[config.mk]
export PLATFORM = sky130hd
export DESIGN_NAME = stepCounter
export DESIGN_NICKNAME = d
export VERILOG_FILES = /design/src/hdl/stepCounter.sv
export SDC_FILE = /design/constraint.sdc
export NUM_CORES = 1
export LEC_CHECK = 0
export ABC_AREA = 1
export BUFFER_PORTS_ARGS = -buffer_cell sky130_fd_sc_hd__clkbuf_2
export CAP_MARGIN = 20
export CORE_AREA = 2 2 39 41
export CTS_BUF_LIST = sky130_fd_sc_hd__clkbuf_16
export DETAILED_ROUTE_END_ITERATION = 8
export DIE_AREA = 0 0 41 43
export PLACE_DENSITY = 0.37
export SLEW_MARGIN = 20
export SYNTH_ARGS = -nofsm -noshare
export SYNTH_HDL_FRONTEND = slang
export SYNTH_SLANG_ARGS = --single-unit
[constraint.sdc]
create_clock -name clk -period 2.26 [get_ports clk]
set_input_delay 0.113 -clock clk [delete_from_list [all_inputs] [get_ports clk]]
set_output_delay 0.113 -clock clk [all_outputs]
set_load 0.03 [all_outputs]
[src/hdl/stepCounter.sv]
`default_nettype none

// Control step T0..T7 of the current instruction
module stepCounter (
    input  logic       clk,
    input  logic       rstN,
    input  logic       restart,
    input  logic       advance,
    output logic [2:0] step
);

    always_ff @(posedge clk or negedge rstN) begin
        if (!rstN) begin
            step <= 3'd0;
        end else if (restart) begin
            step <= 3'd0;                   // Restart wins over advance
        end else if (advance) begin
            step <= step + 3'd1;            // Wraps after T7
        end
    end

endmodule

`default_nettype wire

==> flow_metrics.py <==
metrics = {
    "floorplanning": {
        "start_util_pct": 10.31,
        "die_x_um": 41,
        "rows": 14,
        "die_h_um": 43,
        "die-area_um2": 1763,
        "num_io_pins": 7,
        "coreArea_um2": 1384,
    },
    "logic_synthesis": {
        "synth_seq_area_share_pct": 52.63,
        "synth_area_per_cell_um2": 8.390,
        "yosys.cell_types.count": 8,
        "syn_area_um2": 142.6,
        "syn_inst": 17,
        "synth_fp_nets": 22,
        "ys_ff_latch": 3,
        "yosysWarnings": 0,
    },
    "detailed_routing": {
        "drc": 0,
        "drt-pass1-iter-count": 2,
        "drt_wl_total_um": 332,
        "via_per_inst": 3.000,
        "ant_nets": 0,
        "route.detailed.wl_per_inst_um": 7.545,
        "drtIter0Drc": 1,
        "vias": 132,
    },
    "timing": {
        "layout_setup_ws_ps": 1299,
        "setup_tns_ps": 0,
        "rsz0062_at_grt": "false",
        "slew-limit-headroom_pct": 88.57,
        "fin_worst_skew_ps": 0.1315,
        "whs_ps": 174.5,
        "hold_viol_final": 0,
        "period_needed_ps": 961.0,
        "worstMarginPinSlew_ps": 172.2,
        "clock.fmax_mhz": 1041,
        "slew_violations": 0,
        "fin_crit_sh_pct": 42.52,
        "setup_viol": 0,
    },
    "clock_tree": {
        "cts_root_buffer": "clkbuf_16",
        "cts_buffers": 3,
        "clk_latency_ps": 220,
        "path_clk_slew_ps": 30,
        "cts-resized-gates": 0,
        "cts_max_level": 1,
        "clockBufferDepth": 2,
        "cts_tree": "yes",
        "cts_sinks": 3,
    },
    "layout": {
        "design_area_um2": 281.5,
        "layout-drive-gt1-share_pct": 32.14,
        "regMostFlops": "step",
        "register_area_um2": 75.07,
        "area_growth_syn_to_layout_pct": 97.37,
        "multi_input_area_um2": 56.30,
        "largest_reg_flops": 3,
        "utilization_pct": 20.34,
        "fillCellCount": 157,
        "final_cell_mix": "clkbuf_2, inv_1",
        "diodes": 0,
        "layout.nets": 34,
        "reg.largest.list": "step x3",
        "layout_commonest_cell": "clkbuf_2",
        "instances_no_fill": 44,
    },
    "placed_design": {
        "dp_hpwl_um": 233.7,
        "io_buffers": 6,
        "place.gp.congestion": 0.5615,
        "dpl.cell_count": 39,
        "dp_slack_ps": 1301,
        "placed_area_um2": 192.7,
    },
    "power": {
        "peakVddDrop_uv": 505.2,
        "powerDensity_nw_per_um2": 1275,
        "p_leak_nw": 0.1552,
        "finalPower_uw": 359.0,
    },
    "worst_setup_path": {
        "critPathArrivalTime_ps": 1070,
        "reg2reg_to": "step[1]",
        "r2r_cells": 3,
        "worstPathRequired_ps": 2370,
        "end_kind": "register",
        "crit_fanout": 4,
        "crit_path_start": "step[0]",
        "rr_startpoint": "step[0]",
        "worst-setup-path-type": "register to register",
        "reg2reg_slack_ps": 1300,
        "cp-start-kind": "register",
    },
    "hold_path": {
        "worstHoldEndpoint": "step[2]",
        "hold_path_depth": 4,
        "hold_path_class": "primary input to register",
        "hold_start": "restart",
    },
    "global_route": {
        "grt_pass1_wl_um": 517,
        "grt_max_degree": 6,
        "grt_pass1_vias": 130,
        "grt_usage_pct": 5.634,
        "gr-total-overflow": 0,
        "grt_antenna_before_repair": 0,
    },
    "outcome": {
        "status": "completed",
    },
    "run": {
        "drv_cap": 0,
    },
}
kinds of logic after synthesis:
group | after synthesis | share of synthesized area, %
AO/OA/AOI/OAI | 2 | 7.011
adder cells (fa/ha/maj) | 1 | 8.771
buffers and inverters | 3 | 7.894
flip-flops | 3 | 52.63
AND/OR/NAND/NOR | 8 | 23.68
cells in the mapped netlist, drive strengths merged:
cell   n  area (µm²)
a21oi  1       5.000
dfrtp  3       75.07
ha     1       12.51
inv    3       11.26
nand2  2       7.510
nand3  3       15.01
nor2   3       11.26
o21ai  1       5.000
area by class of cell:
class / count / area share, %
Clock buffer: 3 / 26.67
Multi-Input combinational cell: 11 / 20.00
Sequential cell: 3 / 26.67
Inverter: 3 / 4.000
Tap cell: 16 / 7.111
Clock inverter: 1 / 1.333
Timing Repair Buffer: 7 / 14.22
how the worst max path moves through the flow:
stage,to,slack (ps),depth (start not counted)
2_1_floorplan,step[1],1190,3
3_3_place_gp,step[1],1310,3
3_5_place_dp,step[1],1300,3
4_1_cts,step[1],1300,3
5_1_grt,step[1],1280,3
6_report,step[1],1300,3
power by group:
group          switching, mW  total, mW  internal, mW
clock network         0.0458      0.274         0.228
registers            0.00304     0.0605        0.0575
logic                 0.0158     0.0248       0.00905
total                 0.0646      0.359         0.294
what timing repair did:
item,CTS,global route
endpoints found under the hold margin,3,0
hold buffers,1,0
setup buffers,0,0
critical path, stage by stage (launching register included):
cell and delay [ps]:
dfrtp_1 400, ha_1 300, nor2_1 100, nor2_1 50
metal layers:
| metal | share of wire, % | routed length [µm] | global-route usage (%) | vias to the layer above |
|---|---|---|---|---|
| met5 | 0 | 0 | 0 | - |
| met4 | 1.8 | 6 | 8.000 | 0 |
| met3 | 17 | 55 | 6.283 | 2 |
| met2 | 30 | 100 | 4.375 | 9 |
| met1 | 52 | 171 | 5.825 | 46 |
| li1 | - | - | - | 75 |
Note: power is estimated with default switching activity, not from simulation.
