===== src/hdl/cpuPkg.sv =====
`default_nettype none

package cpuPkg;

    // Opcodes in IR[31:27], any code not listed halts the core
    typedef enum logic [4:0] {
        opLd   = 5'd0,
        opSt   = 5'd2,
        opAddi = 5'd12,
        opHalt = 5'd27
    } opcode_t;

    typedef struct packed {
        logic [4:0]         opcode;
        logic [3:0]         ra;
        logic [3:0]         rb;
        logic signed [18:0] c;      // Sign extended onto the bus by cOut
    } instr_t;

    // One bit per control line of the single-bus datapath
    typedef struct packed {
        logic pcOut;
        logic pcIn;
        logic incPc;
        logic marIn;
        logic mdrIn;
        logic mdrOut;
        logic irIn;
        logic yIn;
        logic zIn;
        logic zOut;
        logic cOut;
        logic read;
        logic write;
        logic gra;
        logic grb;
        logic rin;
        logic rout;
        logic baOut;
    } ctrlWord_t;

    typedef struct packed {
        logic        psel;
        logic        penable;
        logic        pwrite;
        logic [11:0] paddr;
        logic [31:0] pwdata;
    } apbReq_t;

    typedef struct packed {
        logic [31:0] prdata;
        logic        pready;
        logic        pslverr;
    } apbRsp_t;

    // Host register map
    localparam logic [11:0] ramBase    = 12'h000;
    localparam logic [11:0] ctrlAddr   = 12'h800;  // Bit 0 starts the core
    localparam logic [11:0] statusAddr = 12'h804;  // Bit 0 running, bit 1 halted
    localparam logic [11:0] regBase    = 12'h840;  // R0..R15, read only

endpackage

`default_nettype wire


===== src/hdl/controlSequencer.sv =====
`default_nettype none

module controlSequencer (
    input  logic              clk,
    input  logic              rstN,
    input  logic              start,
    input  cpuPkg::instr_t    instr,
    input  logic [2:0]        step,
    output cpuPkg::ctrlWord_t ctrl,
    output logic              restart,
    output logic              advance,
    output logic              running,
    output logic              halted
);

    typedef enum logic [1:0] {stIdle, stRun, stHalted} state_t;

    state_t state, nextState;
    logic   isLd, isAddi, known;

    assign isLd   = instr.opcode == cpuPkg::opLd;
    assign isAddi = instr.opcode == cpuPkg::opAddi;
    assign known  = isLd || isAddi || instr.opcode == cpuPkg::opSt;

    always_ff @(posedge clk or negedge rstN) begin
        if (!rstN) state <= stIdle;
        else       state <= nextState;
    end

    assign running = state == stRun;
    assign halted  = state == stHalted;

    always_comb begin
        ctrl      = '0;
        restart   = 1'b0;
        advance   = 1'b0;
        nextState = state;
        if (state == stRun) begin
            advance = 1'b1;
            case (step)
                3'd0: {ctrl.pcOut, ctrl.marIn, ctrl.incPc} = 3'b111;
                3'd1: {ctrl.read, ctrl.mdrIn} = 2'b11;
                3'd2: {ctrl.mdrOut, ctrl.irIn} = 2'b11;
                3'd3: begin
                    if (known) begin
                        {ctrl.grb, ctrl.rout, ctrl.baOut, ctrl.yIn} = 4'b1111;
                    end else begin
                        restart   = 1'b1;   // Halt or unknown opcode
                        nextState = stHalted;
                    end
                end
                3'd4: {ctrl.cOut, ctrl.zIn} = 2'b11;   // Effective address into Z
                3'd5: begin
                    ctrl.zOut = 1'b1;
                    if (isAddi) begin
                        {ctrl.gra, ctrl.rin} = 2'b11;
                        restart = 1'b1;
                    end else begin
                        ctrl.marIn = 1'b1;
                    end
                end
                3'd6: begin
                    ctrl.mdrIn = 1'b1;
                    if (isLd) ctrl.read = 1'b1;
                    else      {ctrl.gra, ctrl.rout} = 2'b11;   // Store data into MDR
                end
                default: begin
                    if (isLd) {ctrl.mdrOut, ctrl.gra, ctrl.rin} = 3'b111;
                    else      ctrl.write = 1'b1;
                    restart = 1'b1;
                end
            endcase
        end else if (start) begin
            ctrl.pcIn = 1'b1;               // Empty bus clears PC
            restart   = 1'b1;
            nextState = stRun;
        end
    end

endmodule

`default_nettype wire


===== config.mk =====
export PLATFORM = sky130hd
export DESIGN_NAME = controlSequencer
export DESIGN_NICKNAME = d
export VERILOG_FILES = /design/src/hdl/cpuPkg.sv /design/src/hdl/controlSequencer.sv
export SDC_FILE = /design/constraint.sdc
export NUM_CORES = 1
export LEC_CHECK = 0
export BUFFER_PORTS_ARGS = -buffer_cell sky130_fd_sc_hd__buf_2
export CORE_MARGIN = 10
export CORE_UTILIZATION = 33
export CTS_CLUSTER_SIZE = 14
export DETAILED_ROUTE_END_ITERATION = 12
export PLACE_DENSITY = 0.87
export SLEW_MARGIN = 20
export SYNTH_ARGS = -nofsm -noshare
export SYNTH_HDL_FRONTEND = slang
export SYNTH_SLANG_ARGS = --single-unit
export TNS_END_PERCENT = 10

===== constraint.sdc =====
create_clock -name clk -period 1.9 [get_ports clk]
set_input_delay 0.095 -clock clk [delete_from_list [all_inputs] [get_ports clk]]
set_output_delay 0.095 -clock clk [all_outputs]
set_load 0.005 [all_outputs]

==> impl_metrics.toml <==
[run_status]
status = "finished, final reports clean"

[worst_hold_path]
hp-class = "in -> reg"

[grt]
grt_pass1_vias = 610
track_usage_pct = 9.06
antenna_found_initial = 0
grt_pass1_wl_um = 2620
grt_max_degree = 17
overflow = 0

[cells_and_area]
post-route-util_pct = 47.5
final_nets = 136
regMostFlops = "state"
area_growth_pct = 35.7
postLayoutCellArea_um2 = 618
nFillCells = 145
stdcell_count = 111
top_regs = "state x2"
largest_register_ff_count = 2
drive_above_1_share_pct = 45.8
diodes = 0

[route]
viasPerCell = 5.38
dr.pass1.iters = 4
ant_nets = 0
drtIter0Drc = 24
via_count = 597
drt_wl_total_um = 1520
drc = 0
avgRoutedWirePerCell_um = 13.7

[synth]
yosys_register_bits = 2
yosysSeqAreaShare_pct = 11.0
synth_top_family_by_area = "simple AND/OR/NAND/NOR gates"
syn_nets = 107
synth.distinct_cells = 32
synthMostInstantiatedCell = "nor2_1"
synthXorXnorAreaFrac_pct = 0
async_reset_ff_share_pct = 100
synth_compound_area_share_pct = 26.9
ys_warn_count = 0
synthCells = 69
synth_common_cells = "8 x nor2_1, 6 x nand2_1, 5 x buf_4, 5 x clkbuf_1"
synth_fa_ha_area_share_pct = 0
synthFlopType = "dfrtp_1"
synthMuxAreaShare_pct = 0
avgSynthCellArea_um2 = 6.60
synth_area_leaders = "dfrtp_1 11%, buf_4 8.2%, nor2_1 6.6%, nand2_1 4.9%, nand3b_1 4.9%"
synth-edff-count = 0
synthSimpleGateAreaFrac_pct = 47.3
syn_area_um2 = 455
synth_top_cell_area_share_pct = 11.0
synth_top_area_cell = "dfrtp_1"

[timing]
maxSlewViolCount = 0
finalSetupViolations = 0
hold_violations = 0
tns_ns = 0
timing.slew.headroom_pct = 75.1
rsz0062_at_grt = "no"
worst_slew_pin_slew_ns = 0.372
worst_slack_ns = 0.395
period_share_pct = 79.2
period_needed_ns = 1.51
fmaxAchievable_ghz = 0.664
fin_worst_skew_ns = 0.00251
hold_ws_ns = 0.130

[setup_path]
critical_path_class = "reg -> out"
regToRegSetupSlack_ns = 0.72
slowest_stage = "dfrtp_1"
reg2reg_to = "state[0]"
crit_end = "ctrl[1]"
crit_path_end_kind = "output port"
critPathRequiredTime_ns = 1.80
startpoint = "state[1]"
path_cells = "nand2b_1 -> inv_2 -> nand2_1 -> o32ai_1 -> buf_2"
arrival_ns = 1.41
reg2reg_from = "state[1]"
cpPeakStageDelay_ns = 0.36
critical_path_buf_inv_count = 2
cp.depth = 5
r2r_cells = 4
cp_top_family = "flip-flops"
critPathLaunchType = "register"
crit_fanout = 7

[flow_run]
drv_cap = 0

[clock_tree]
cts_tree = "built"
clock-root-buffer = "clkbuf_4"
cts_buffers = 3
clock_path_buffers = 2
cts_resized = 0
cts_sinks = 2
post_cts_buffers = 0
htree_levels = 1
clk_pin_slew_ns = 0.03
clk_latency_ns = 0.22

[power_and_ir_drop]
irDropWorstVdd_v = 0.000257
power.density_nw_per_um2 = 444
p_leak_nw = 0.313
p_total_mw = 0.274

[floorplanning]
row_count = 13
die-area_um2 = 3270
fp.dieW_um = 57.2
coreArea_um2 = 1300
initial_core_util_pct = 35.0
die_h_um = 57.2
io_pins = 60

[place]
place_inst = 107
gp_congestion = 0.824
dp_slack_ns = 0.557
place_area_um2 = 586
hpwlAfterDp_um = 1250
port_buffers = 32
report_power, final:
part,switching (mW),total [mW],internal (mW)
logic,0.0757,0.135,0.0595
registers,0.00210,0.0489,0.0468
clock network,0.0210,0.0904,0.0694
total,0.0988,0.274,0.176
timing repair:
item                                    CTS  global route
endpoints found under the setup margin    0             0
endpoints found under the hold margin     2             0
hold buffers                              1             0
cells in the final DEF, fill, tap and decap left out, types with 2 or more instances in the layout:
cell	Yosys	layout
buf_2	0	32
nor2_1	8	8
nand2_1	6	6
a21oi_1	4	4
nor3_1	4	4
nand3b_1	3	3
clkbuf_4	0	3
nand2b_1	2	2
o21a_1	2	2
or2_2	2	2
or3_4	2	2
nor2b_1	2	2
a32oi_1	2	2
nand3_1	2	2
inv_1	2	2
dfrtp_1	2	2
routing by layer:
metal	up-vias	part of all wire, %	wire [um]	global-route usage, %
met3	0	11	171	3.98
met4	0	0	0	3.02
li1	297	-	-	-
met5	-	0	0	0
met1	275	40	607	9.69
met2	25	49	743	15.5
area by class of cell:
type	count	area [um2]	share of cell area (%)
multi-input cells	54	338	54.7
repair buffers	34	178	28.7
flip-flops and latches	2	50.0	8.10
clock buffers	3	22.5	3.64
well taps	15	18.8	3.04
inverters	3	11.3	1.82
how the worst min path moves through the flow:
stage | from | end | slack (ns) | cells after the start
final | start | state[1] | 0.13 | 2
after global routing | start | state[1] | 0.13 | 2
after CTS | start | state[1] | 0.12 | 2
after detailed placement | rstN | state[1] | -0.12 | 1
after global placement | rstN | state[0] | -0.12 | 1
after floorplan | rstN | state[0] | -0.20 | 0
cell families (layout without fill, tap and decap cells):
kind of cell / count (synthesis) / count (layout)
compound gates: 17 / 17
buf+inv: 13 / 40
flops: 2 / 2
simple gates: 37 / 37
worst register-to-register path, delay by kind of cell, from the launching register on:
| kind | cells | cell delay (ns) |
|---|---|---|
| compound gates | 1 | 0.22 |
| buf+inv | 1 | 0.12 |
| flops | 1 | 0.36 |
| simple gates | 2 | 0.37 |
Note: power is estimated with default switching activity, not from simulation.
