### src/hdl/cpuPkg.sv
`default_nettype none

package cpuPkg;

    // Opcodes in IR[31:27], any code not listed halts the core
    typedef enum logic [4:0] {
        opLd   = 5'd0,
        opSt   = 5'd2,
        opAddi = 5'd12,
        opHalt = 5'd27
    } opcode_t;

    typedef struct packed {
        logic [4:0]         opcode;
        logic [3:0]         ra;
        logic [3:0]         rb;
        logic signed [18:0] c;      // Sign extended onto the bus by cOut
    } instr_t;

    // One bit per control line of the single-bus datapath
    typedef struct packed {
        logic pcOut;
        logic pcIn;
        logic incPc;
        logic marIn;
        logic mdrIn;
        logic mdrOut;
        logic irIn;
        logic yIn;
        logic zIn;
        logic zOut;
        logic cOut;
        logic read;
        logic write;
        logic gra;
        logic grb;
        logic rin;
        logic rout;
        logic baOut;
    } ctrlWord_t;

    typedef struct packed {
        logic        psel;
        logic        penable;
        logic        pwrite;
        logic [11:0] paddr;
        logic [31:0] pwdata;
    } apbReq_t;

    typedef struct packed {
        logic [31:0] prdata;
        logic        pready;
        logic        pslverr;
    } apbRsp_t;

    // Host register map
    localparam logic [11:0] ramBase    = 12'h000;
    localparam logic [11:0] ctrlAddr   = 12'h800;  // Bit 0 starts the core
    localparam logic [11:0] statusAddr = 12'h804;  // Bit 0 running, bit 1 halted
    localparam logic [11:0] regBase    = 12'h840;  // R0..R15, read only

endpackage

`default_nettype wire

### src/hdl/busDatapath.sv
`default_nettype none

module busDatapath (
    input  logic              clk,
    input  logic              rstN,
    input  cpuPkg::ctrlWord_t ctrl,
    input  logic [31:0]       regBus,
    input  logic [31:0]       memRdata,
    output logic [31:0]       mar,
    output logic [31:0]       mdr,
    output cpuPkg::instr_t    instr,
    output logic [31:0]       busOut
);

    logic [31:0] pc, y, z;
    logic [31:0] cExt;

    assign cExt = {{13{instr.c[18]}}, instr.c};

    // Single shared bus, zero when nothing drives it
    always_comb begin
        if (ctrl.pcOut)       busOut = pc;
        else if (ctrl.mdrOut) busOut = mdr;
        else if (ctrl.zOut)   busOut = z;
        else if (ctrl.cOut)   busOut = cExt;
        else if (ctrl.rout)   busOut = regBus;
        else                  busOut = '0;
    end

    always_ff @(posedge clk or negedge rstN) begin
        if (!rstN) begin
            pc    <= '0;
            instr <= '0;
        end else begin
            if (ctrl.pcIn)       pc <= busOut;
            else if (ctrl.incPc) pc <= pc + 32'd1;   // Word addressed
            if (ctrl.irIn)       instr <= busOut;
        end
    end

    always_ff @(posedge clk) begin
        if (ctrl.marIn) mar <= busOut;
        if (ctrl.mdrIn) mdr <= ctrl.read ? memRdata : busOut;
        if (ctrl.yIn)   y   <= busOut;
        if (ctrl.zIn)   z   <= y + busOut;       // Y plus Rb or sign extended C
    end

endmodule

`default_nettype wire

### config.mk
export PLATFORM = sky130hd
export DESIGN_NAME = busDatapath
export DESIGN_NICKNAME = d
export VERILOG_FILES = /design/src/hdl/cpuPkg.sv /design/src/hdl/busDatapath.sv
export SDC_FILE = /design/constraint.sdc
export NUM_CORES = 1
export LEC_CHECK = 0
export BUFFER_PORTS_ARGS = -buffer_cell sky130_fd_sc_hd__buf_4
export CAP_MARGIN = 5
export CORE_MARGIN = 3
export CORE_UTILIZATION = 35
export CTS_BUF_LIST = sky130_fd_sc_hd__clkbuf_8
export DETAILED_ROUTE_END_ITERATION = 16
export HOLD_SLACK_MARGIN = 0.1
export PLACE_DENSITY = 0.6
export SKIP_LAST_GASP = 1
export SYNTH_ARGS = -nofsm -noshare
export SYNTH_HDL_FRONTEND = slang
export SYNTH_SLANG_ARGS = --single-unit
### constraint.sdc
create_clock -name clk -period 7.94 [get_ports clk]
set_input_delay 1.588 -clock clk [delete_from_list [all_inputs] [get_ports clk]]
set_output_delay 1.588 -clock clk [all_outputs]
set_load 0.1 [all_outputs]
==> impl_metrics.json, run 1 <==
{
  "post-place-ws_ps": 1520,
  "cts_tree": "yes",
  "ant_nets": 0,
  "synthTopCellsByArea": "edfxtp_1, dfrtp_1, mux2_2",
  "max_stage_delay_ps": 870,
  "async_flop_share_pct": 33.3,
  "yosysWarnings": 0,
  "ys.flop_type": "edfxtp_1",
  "seqPwrFrac_pct": 38.3,
  "peakVddDrop_uv": 167,
  "wl_mm": 29.4,
  "vias": 7768,
  "synth_edf_count": 128,
  "fin_skew_ps": 21.2,
  "arrival_ps": 4650,
  "area_growth_pct": 23.3,
  "die_w_um": 176,
  "grt.overflow.total": 0,
  "hold_end": "instr[29]",
  "reg2reg_to": "z[31]",
  "synth_seq_cells": 192,
  "r2r_start": "instr[18]",
  "clock.fmax_mhz": 160,
  "cts_resized": 0,
  "grt_max_degree": 65,
  "drive_gt1_share_pct": 30.6,
  "antenna_found_initial": 0,
  "htreeDepth": 4,
  "drt_pass1_iterations": 5,
  "finalCriticalPeriod_ps": 6240,
  "use_met3_pct": 3.48,
  "cts_sinks": 192,
  "power_frac_clock_pct": 18.0,
  "grt_pass1_vias": 7814,
  "switchingPower_mw": 1.65,
  "drtIter0Drc": 494,
  "hp-start": "instr[29]",
  "dieHeight_um": 176,
  "core_area_mm2": 0.0282,
  "power.share.combinational_pct": 43.7,
  "wl_per_cell_um": 19.7,
  "hold_depth": 1,
  "internal_power_mw": 1.93,
  "rsz0062_at_grt": "no",
  "syn_nets": 1020,
  "synth.top_cells.by_count": "edfxtp_1, nand2_1, o21ai_0",
  "dp.cells": 1458,
  "yosysSeqAreaShare_pct": 53.7,
  "fin_crit_sh_pct": 78.6,
  "worst_slack_ps": 1700,
  "postLayoutCellArea_mm2": 0.0125,
  "grt_usage_pct": 19.0,
  "rrSetupSlack_ps": 3370,
  "r2r_cells": 13,
  "holdBufCountCts": 0,
  "endpoint_kind": "output pin",
  "yosys.area.top_type_share_pct": 37.9,
  "final_cells": 1490,
  "synth_largest_area_cell": "edfxtp_1",
  "path_clk_slew_ps": 110,
  "hold_violations": 0,
  "row_count": 61,
  "status": "finished clean",
  "crit_required_ps": 6350,
  "numCtsBuffers": 17,
  "hpwlAfterDp_mm": 20.4,
  "min_path_type": "reg -> reg",
  "cts_setup_buffers": 0,
  "gp_congestion": 0.867,
  "route.detailed.drc": 0,
  "crit_top_cell": "buf_4",
  "slew_headroom_pct": 15.8,
  "path_cells": "buf_4 > nor2b_2 > buf_4 > a21oi_1 > o21ai_0 > mux2i_1 > o21ai_0 > buf_4",
  "nNetsFinal": 1220,
  "dpl_cell_area_mm2": 0.0121,
  "io_pins": 212,
  "grt_pass1_wl_mm": 45.9,
  "use_met1_pct": 27.3,
  "path_max_fanout": 22,
  "swShare_pct": 46.0,
  "start_util_pct": 36.0,
  "maxCapViolCount": 0,
  "clk_latency_ps": 500,
  "synth.distinct_cells": 63,
  "worst_pin_slew_ps": 1250,
  "yosysMostFrequentCell": "edfxtp_1",
  "finalSetupViolations": 0,
  "hold-worst-slack_ps": 517,
  "die-area_mm2": 0.0311,
  "drv_slew": 0,
  "grt_util_met2_pct": 29.9,
  "grt.busiest_layer": "met2",
  "p_leak_nw": 5.17,
  "clockBufferDepth": 2,
  "via_per_inst": 5.21,
  "crit_path_start_kind": "input pin",
  "port_buffers": 206,
  "path_class": "in -> out",
  "synth.avg_cell_area_um2": 11.3,
  "syn_inst": 899,
  "fin_setup_tns_ps": 0,
  "cp_slowest_cell": "nor2b_2",
  "cts-root-buf": "clkbuf_8",
  "p_per_area_mw_per_mm2": 286,
  "netlist_area_mm2": 0.0101,
  "antennaDiodeCount": 0
}
-- how the worst max path moves through the flow --
stage	startpoint	endpoint	slack, ps	cells past startpoint
2_1_floorplan	ctrl[1]	z[31]	590	14
3_3_place_gp	ctrl[7]	busOut[22]	1630	8
3_5_place_dp	ctrl[7]	z[26]	1520	14
4_1_cts	ctrl[7]	busOut[22]	1580	8
5_1_grt	ctrl[7]	busOut[22]	1310	8
6_report	ctrl[7]	busOut[22]	1700	8
-- power groups by stage --
stage / Combinational (mW) / Clock (mW) / Sequential (mW)
after detailed placement: 1.57 / 0 / 1.39
after global placement: 1.55 / 0 / 1.39
after floorplan: 0.710 / 0 / 1.86
final: 1.56 / 0.644 / 1.37
after global routing: 1.66 / 0.701 / 1.39
after CTS: 1.57 / 0.658 / 1.37
-- registers in the layout, summed over array words and instances (netlist names) --
register  count
instr        32
mar          32
mdr          32
pc           32
y            32
z            32
-- layout make-up --
cell class                      count  area [um2]
Clock buffer                       17         234
Clock inverter                     15         141
Fill cell                        2662       15700
Inverter                           14        52.6
Multi-Input combinational cell    646        4450
Sequential cell                   192        5450
Tap cell                          378         473
Timing Repair Buffer              228        1710
-- critical path: cells and delay by family --
| kind | cells | cell delay, ps |
|---|---|---|
| AOI/OAI and AO/OA | 3 | 1070 |
| muxes | 1 | 100 |
| buffers and inverters | 3 | 1010 |
| and+or+nand+nor | 1 | 870 |
-- kinds of logic after synthesis --
kind of cell | Yosys count | share of synthesized area (%)
buffers and inverters | 61 | 2.48
AND/OR/NAND/NOR | 245 | 11.6
flip-flops | 192 | 53.7
XOR/XNOR | 58 | 5.08
AO/OA/AOI/OAI | 227 | 13.9
adder cells (fa/ha/maj) | 37 | 4.64
multiplexers | 79 | 8.59
-- per-layer routing --
metal | wire length (um) | up-vias
met5 | 0 | -
met2 | 13600 | 178
met3 | 1430 | 21
met4 | 322 | 0
met1 | 14000 | 3833
li1 | - | 3736
-- layout by cell type, fill, tap and decap left out, types with 27 or more instances in the layout --
cell      netlist  routed
nor3_1         27      27
mux2_2         64      64
buf_4           1     228
xnor2_1        36      36
nand2_1       103     103
edfxtp_1      128     128
ha_1           36      36
dfrtp_1        64      64
a21oi_1        62      62
o21ai_0        86      86
-- per-stage QoR --
step / power (mW) / utilization [%]
after global routing: 3.76 / 44.4
after CTS: 3.60 / 44.4
after global placement: 2.94 / 43.1
final: 3.58 / 44.4
after detailed placement: 2.96 / 43.1
after floorplan: 2.57 / -
(Power assumes the default switching activity.)
==> run 2, diff against run 1 <==
- PLACE_DENSITY: 0.6 -> 0.62
- clock period: 7.94 -> 5.45 ns (I/O delays scaled with it)
==> impl_metrics.json, run 2 (synthesized netlist as in run 1, its figures left out) <==
{
  "status": "finished clean",
  "fin_skew_ps": 14.1,
  "core_area_mm2": 0.0282,
  "drv_slew": 0,
  "crit_top_cell": "a21oi_1",
  "fin_crit_sh_pct": 82.7,
  "route.detailed.drc": 0,
  "cts_sinks": 192,
  "max_stage_delay_ps": 510,
  "vias": 7839,
  "cts_setup_buffers": 0,
  "rsz0062_at_grt": "no",
  "path_cells": "buf_4 > nor2b_2 > buf_4 > a221oi_1 > nor3_1 > a21oi_1 > o21ai_2 > ha_1 > a21oi_1 > a21oi_1 > o2111ai_1 > a31o_2 > o21bai_4 > and3_1 > or4_1",
  "internal_power_mw": 2.87,
  "drt_pass1_iterations": 5,
  "hold-worst-slack_ps": 516,
  "die-area_mm2": 0.0311,
  "hp-start": "instr[20]",
  "gp_congestion": 0.853,
  "maxCapViolCount": 0,
  "numCtsBuffers": 17,
  "finalSetupViolations": 0,
  "grt_usage_pct": 19.5,
  "cts_resized": 0,
  "crit_required_ps": 5660,
  "wl_per_cell_um": 19.9,
  "die_w_um": 176,
  "antenna_found_initial": 1,
  "switchingPower_mw": 2.38,
  "seqPwrFrac_pct": 38.0,
  "ant_nets": 0,
  "final_common_cell": "buf_4",
  "holdBufCountCts": 0,
  "hold_depth": 1,
  "clk_latency_ps": 470,
  "drive_gt1_share_pct": 32.9,
  "arrival_ps": 4720,
  "cts-root-buf": "clkbuf_8",
  "start_util_pct": 36.0,
  "slew_headroom_pct": 36.8,
  "peakVddDrop_uv": 172,
  "clockBufferDepth": 2,
  "min_path_type": "reg -> reg",
  "power_frac_clock_pct": 17.8,
  "grt_max_degree": 65,
  "nNetsFinal": 1234,
  "port_buffers": 206,
  "r2r_start": "instr[16]",
  "path_clk_slew_ps": 100,
  "final_cell_mix": "buf_4, edfxtp_1, nand2_1",
  "rrSetupSlack_ps": 1780,
  "hold_end": "instr[20]",
  "via_per_inst": 5.21,
  "cp.depth": 15,
  "hold_violations": 0,
  "grt_pass1_wl_mm": 46.6,
  "cp_slowest_cell": "or4_1",
  "htreeDepth": 4,
  "clock.fmax_mhz": 222,
  "hpwlAfterDp_mm": 21.3,
  "crit_family": "compound AO/OA/AOI/OAI gates",
  "worst_pin_slew_ps": 947,
  "grt.overflow.total": 0,
  "cts_tree": "yes",
  "reg2reg_to": "z[31]",
  "dieHeight_um": 176,
  "endpoint_kind": "flip-flop",
  "wl_mm": 30.0,
  "row_count": 61,
  "area_growth_pct": 25.1,
  "utilization_pct": 45.0,
  "p_leak_nw": 5.27,
  "crit_path_start_kind": "input pin",
  "drtIter0Drc": 525,
  "grt_pass1_vias": 7902,
  "io_pins": 212,
  "p_per_area_mw_per_mm2": 414,
  "path_class": "in -> reg",
  "swShare_pct": 45.3,
  "path_max_fanout": 22,
  "power.share.combinational_pct": 44.2,
  "crit_buf_inv": 2,
  "finalCriticalPeriod_ps": 4510,
  "r2r_cells": 12
}
run 2: cell type report:
type / instances / area, um2
Timing Repair Buffer: 242 / 1820
Clock inverter: 15 / 138
Sequential cell: 192 / 5450
Multi-Input combinational cell: 646 / 4520
Clock buffer: 17 / 234
Tap cell: 378 / 473
Antenna cell: 2 / 5.00
Fill cell: 2676 / 15500
Inverter: 14 / 52.6
run 2: worst register-to-register path, delay by kind of cell, from the launching register on:
kind | cells | cell delay [ps]
AO/OA/AOI/OAI | 8 | 1900
AND/OR/NAND/NOR | 3 | 760
adder cells (fa/ha/maj) | 1 | 330
flip-flops | 1 | 430
run 2: worst max path at each step:
| stage | from | end | slack, ps |
|---|---|---|---|
| floorplan | ctrl[1] | z[31] | -60 |
| global placement | ctrl[7] | z[20] | 530 |
| detailed placement | ctrl[7] | z[20] | 500 |
| CTS | ctrl[7] | busOut[30] | 970 |
| global route | ctrl[7] | z[20] | 650 |
| finish | ctrl[7] | z[31] | 940 |
run 2: power by group through the flow:
stage / clock network (mW) / logic [mW] / registers (mW)
after floorplan: 0 / 1.05 / 2.71
after global placement: 0 / 2.31 / 2.02
after detailed placement: 0 / 2.33 / 2.03
after CTS: 0.968 / 2.33 / 2.00
after global routing: 1.02 / 2.46 / 2.03
final: 0.932 / 2.32 / 2.00
run 2: layer usage:
metal	part of all wire [%]	GRT usage (%)	routed length, um
met5	0	0	0
met4	1.8	5.51	534
met2	47	31.6	14100
met1	46	27.3	13900
met3	5.0	2.75	1510
run 2: per-stage QoR:
| step | setup TNS [ps] | worst slack (ps) | power (mW) | cell area (um2) | std cells |
|---|---|---|---|---|---|
| 6_report | 0 | 942 | 5.25 | 12700 | 1506 |
| 3_5_place_dp | 0 | 503 | 4.36 | 12300 | 1472 |
| 3_3_place_gp | 0 | 527 | 4.33 | 12300 | 1472 |
| 5_1_grt | 0 | 653 | 5.51 | 12700 | 1505 |
| 2_1_floorplan | -62.5 | -62.5 | 3.76 | 10200 | 899 |
| 4_1_cts | 0 | 966 | 5.30 | 12700 | 1504 |
==> run 3, diff against run 2 <==
- clock period: 5.45 -> 4 ns (I/O delays scaled with it)
==> impl_metrics.json, run 3 (synthesized netlist as in run 1, its figures left out) <==
{
  "status": "finished clean",
  "nNetsFinal": 1308,
  "drive_gt1_share_pct": 39.3,
  "min_path_type": "in -> async",
  "grt_pass1_vias": 8290,
  "grt_pass1_wl_mm": 47.8,
  "final_common_cell": "buf_4",
  "clk_latency_ps": 480,
  "cts_setup_buffers": 0,
  "vias": 8249,
  "p_leak_nw": 5.74,
  "cts-root-buf": "clkbuf_8",
  "finalCriticalPeriod_ps": 3730,
  "seqPwrFrac_pct": 35.9,
  "finalPower_mw": 7.61,
  "cts_tree": "yes",
  "p_per_area_mw_per_mm2": 556,
  "peakVddDrop_uv": 260,
  "rsz0062_at_grt": "no",
  "io_pins": 212,
  "hpwlAfterDp_mm": 23.0,
  "rrSetupSlack_ps": 580,
  "worst_pin_slew_ps": 909,
  "dieHeight_um": 176,
  "path_clk_slew_ps": 110,
  "drtIter0Drc": 617,
  "fin_crit_sh_pct": 93.2,
  "swShare_pct": 44.2,
  "final_cell_mix": "buf_4, edfxtp_1, nand2_1",
  "numCtsBuffers": 17,
  "r2r_cells": 14,
  "power_frac_clock_pct": 18.8,
  "reg2reg_to": "z[26]",
  "hold_violations": 0,
  "hold-worst-slack_ps": 436,
  "wl_per_cell_um": 19.9,
  "gp_congestion": 0.897,
  "fin_skew_ps": 17.2,
  "antenna_found_initial": 0,
  "slew_headroom_pct": 39.4,
  "holdBufCountCts": 0,
  "ant_nets": 0,
  "die_w_um": 176,
  "wl_mm": 31.3,
  "via_per_inst": 5.23,
  "endpoint_kind": "flip-flop",
  "grt_max_degree": 65,
  "drv_slew": 0,
  "start_util_pct": 36.0,
  "worstSetupEndpoint": "z[31]",
  "maxCapViolCount": 0,
  "cts_sinks": 192,
  "row_count": 61,
  "clock.fmax_mhz": 268,
  "antennaDiodeCount": 0,
  "switchingPower_mw": 3.36,
  "path_class": "in -> reg",
  "power.share.combinational_pct": 45.4,
  "arrival_ps": 3940,
  "die-area_mm2": 0.0311,
  "cts_resized": 0,
  "r2r_start": "instr[7]",
  "crit_start": "ctrl[1]",
  "grt.overflow.total": 0,
  "crit_path_start_kind": "input pin",
  "grt_usage_pct": 20.1,
  "core_area_mm2": 0.0282,
  "path_max_fanout": 13,
  "clockBufferDepth": 2,
  "port_buffers": 206,
  "route.detailed.drc": 0,
  "finalSetupViolations": 0,
  "area_growth_pct": 35.1,
  "internal_power_mw": 4.25,
  "crit_required_ps": 4210,
  "htreeDepth": 4,
  "drt_pass1_iterations": 5
}
[run 3: power by group through the flow]
| stage | registers, mW | logic, mW | clock network (mW) |
|---|---|---|---|
| after floorplan | 3.70 | 1.52 | 0 |
| after global placement | 2.77 | 3.43 | 0 |
| after detailed placement | 2.78 | 3.46 | 0 |
| after CTS | 2.73 | 3.47 | 1.47 |
| after global routing | 2.77 | 3.66 | 1.54 |
| final | 2.73 | 3.45 | 1.43 |
[run 3: worst min-delay path by stage]
stage,startpoint,cells past startpoint,slack [ps],endpoint
2_1_floorplan,rstN,0,500,instr[0]
3_3_place_gp,instr[23],1,490,instr[23]
3_5_place_dp,instr[31],1,500,instr[31]
4_1_cts,rstN,1,460,instr[5]
5_1_grt,rstN,1,480,instr[5]
6_report,rstN,1,440,instr[5]
[run 3: critical path, stage by stage]
cell      delay [ps]
buf_4            110
nor2b_4          130
buf_12           150
buf_4            140
a221oi_1         280
nor3_1            80
a211oi_1         300
buf_4            190
a21oi_4           30
ha_1             310
nand2_1           80
a211o_2          270
a31o_2           250
o21bai_4         170
a21boi_0         110
or4_1            530
[run 3: cell type report]
type	instances	area (um2)
well taps	378	473
clock buffers	18	248
flip-flops and latches	192	5450
fillers	2572	14500
inverters	14	52.6
clock inverters	14	183
multi-input cells	646	4850
repair buffers	316	2450
[run 3: per-stage QoR]
| step | TNS (ps) | utilization, % | instances | area [um2] | setup slack, ps |
|---|---|---|---|---|---|
| 2_1_floorplan | -1560 | - | 899 | 10600 | -281 |
| 3_3_place_gp | -731 | 47.1 | 1546 | 13300 | -142 |
| 3_5_place_dp | -875 | 47.1 | 1546 | 13300 | -161 |
| 4_1_cts | 0 | 48.6 | 1578 | 13700 | 330 |
| 5_1_grt | 0 | 48.6 | 1578 | 13700 | 112 |
| 6_report | 0 | 48.6 | 1578 | 13700 | 271 |
[run 3: metal layers]
| layer | track usage, % | routed length [um] |
|---|---|---|
| met5 | 0 | 0 |
| met4 | 4.03 | 340 |
| met3 | 3.33 | 1570 |
| met2 | 32.5 | 14800 |
| met1 | 28.7 | 14600 |
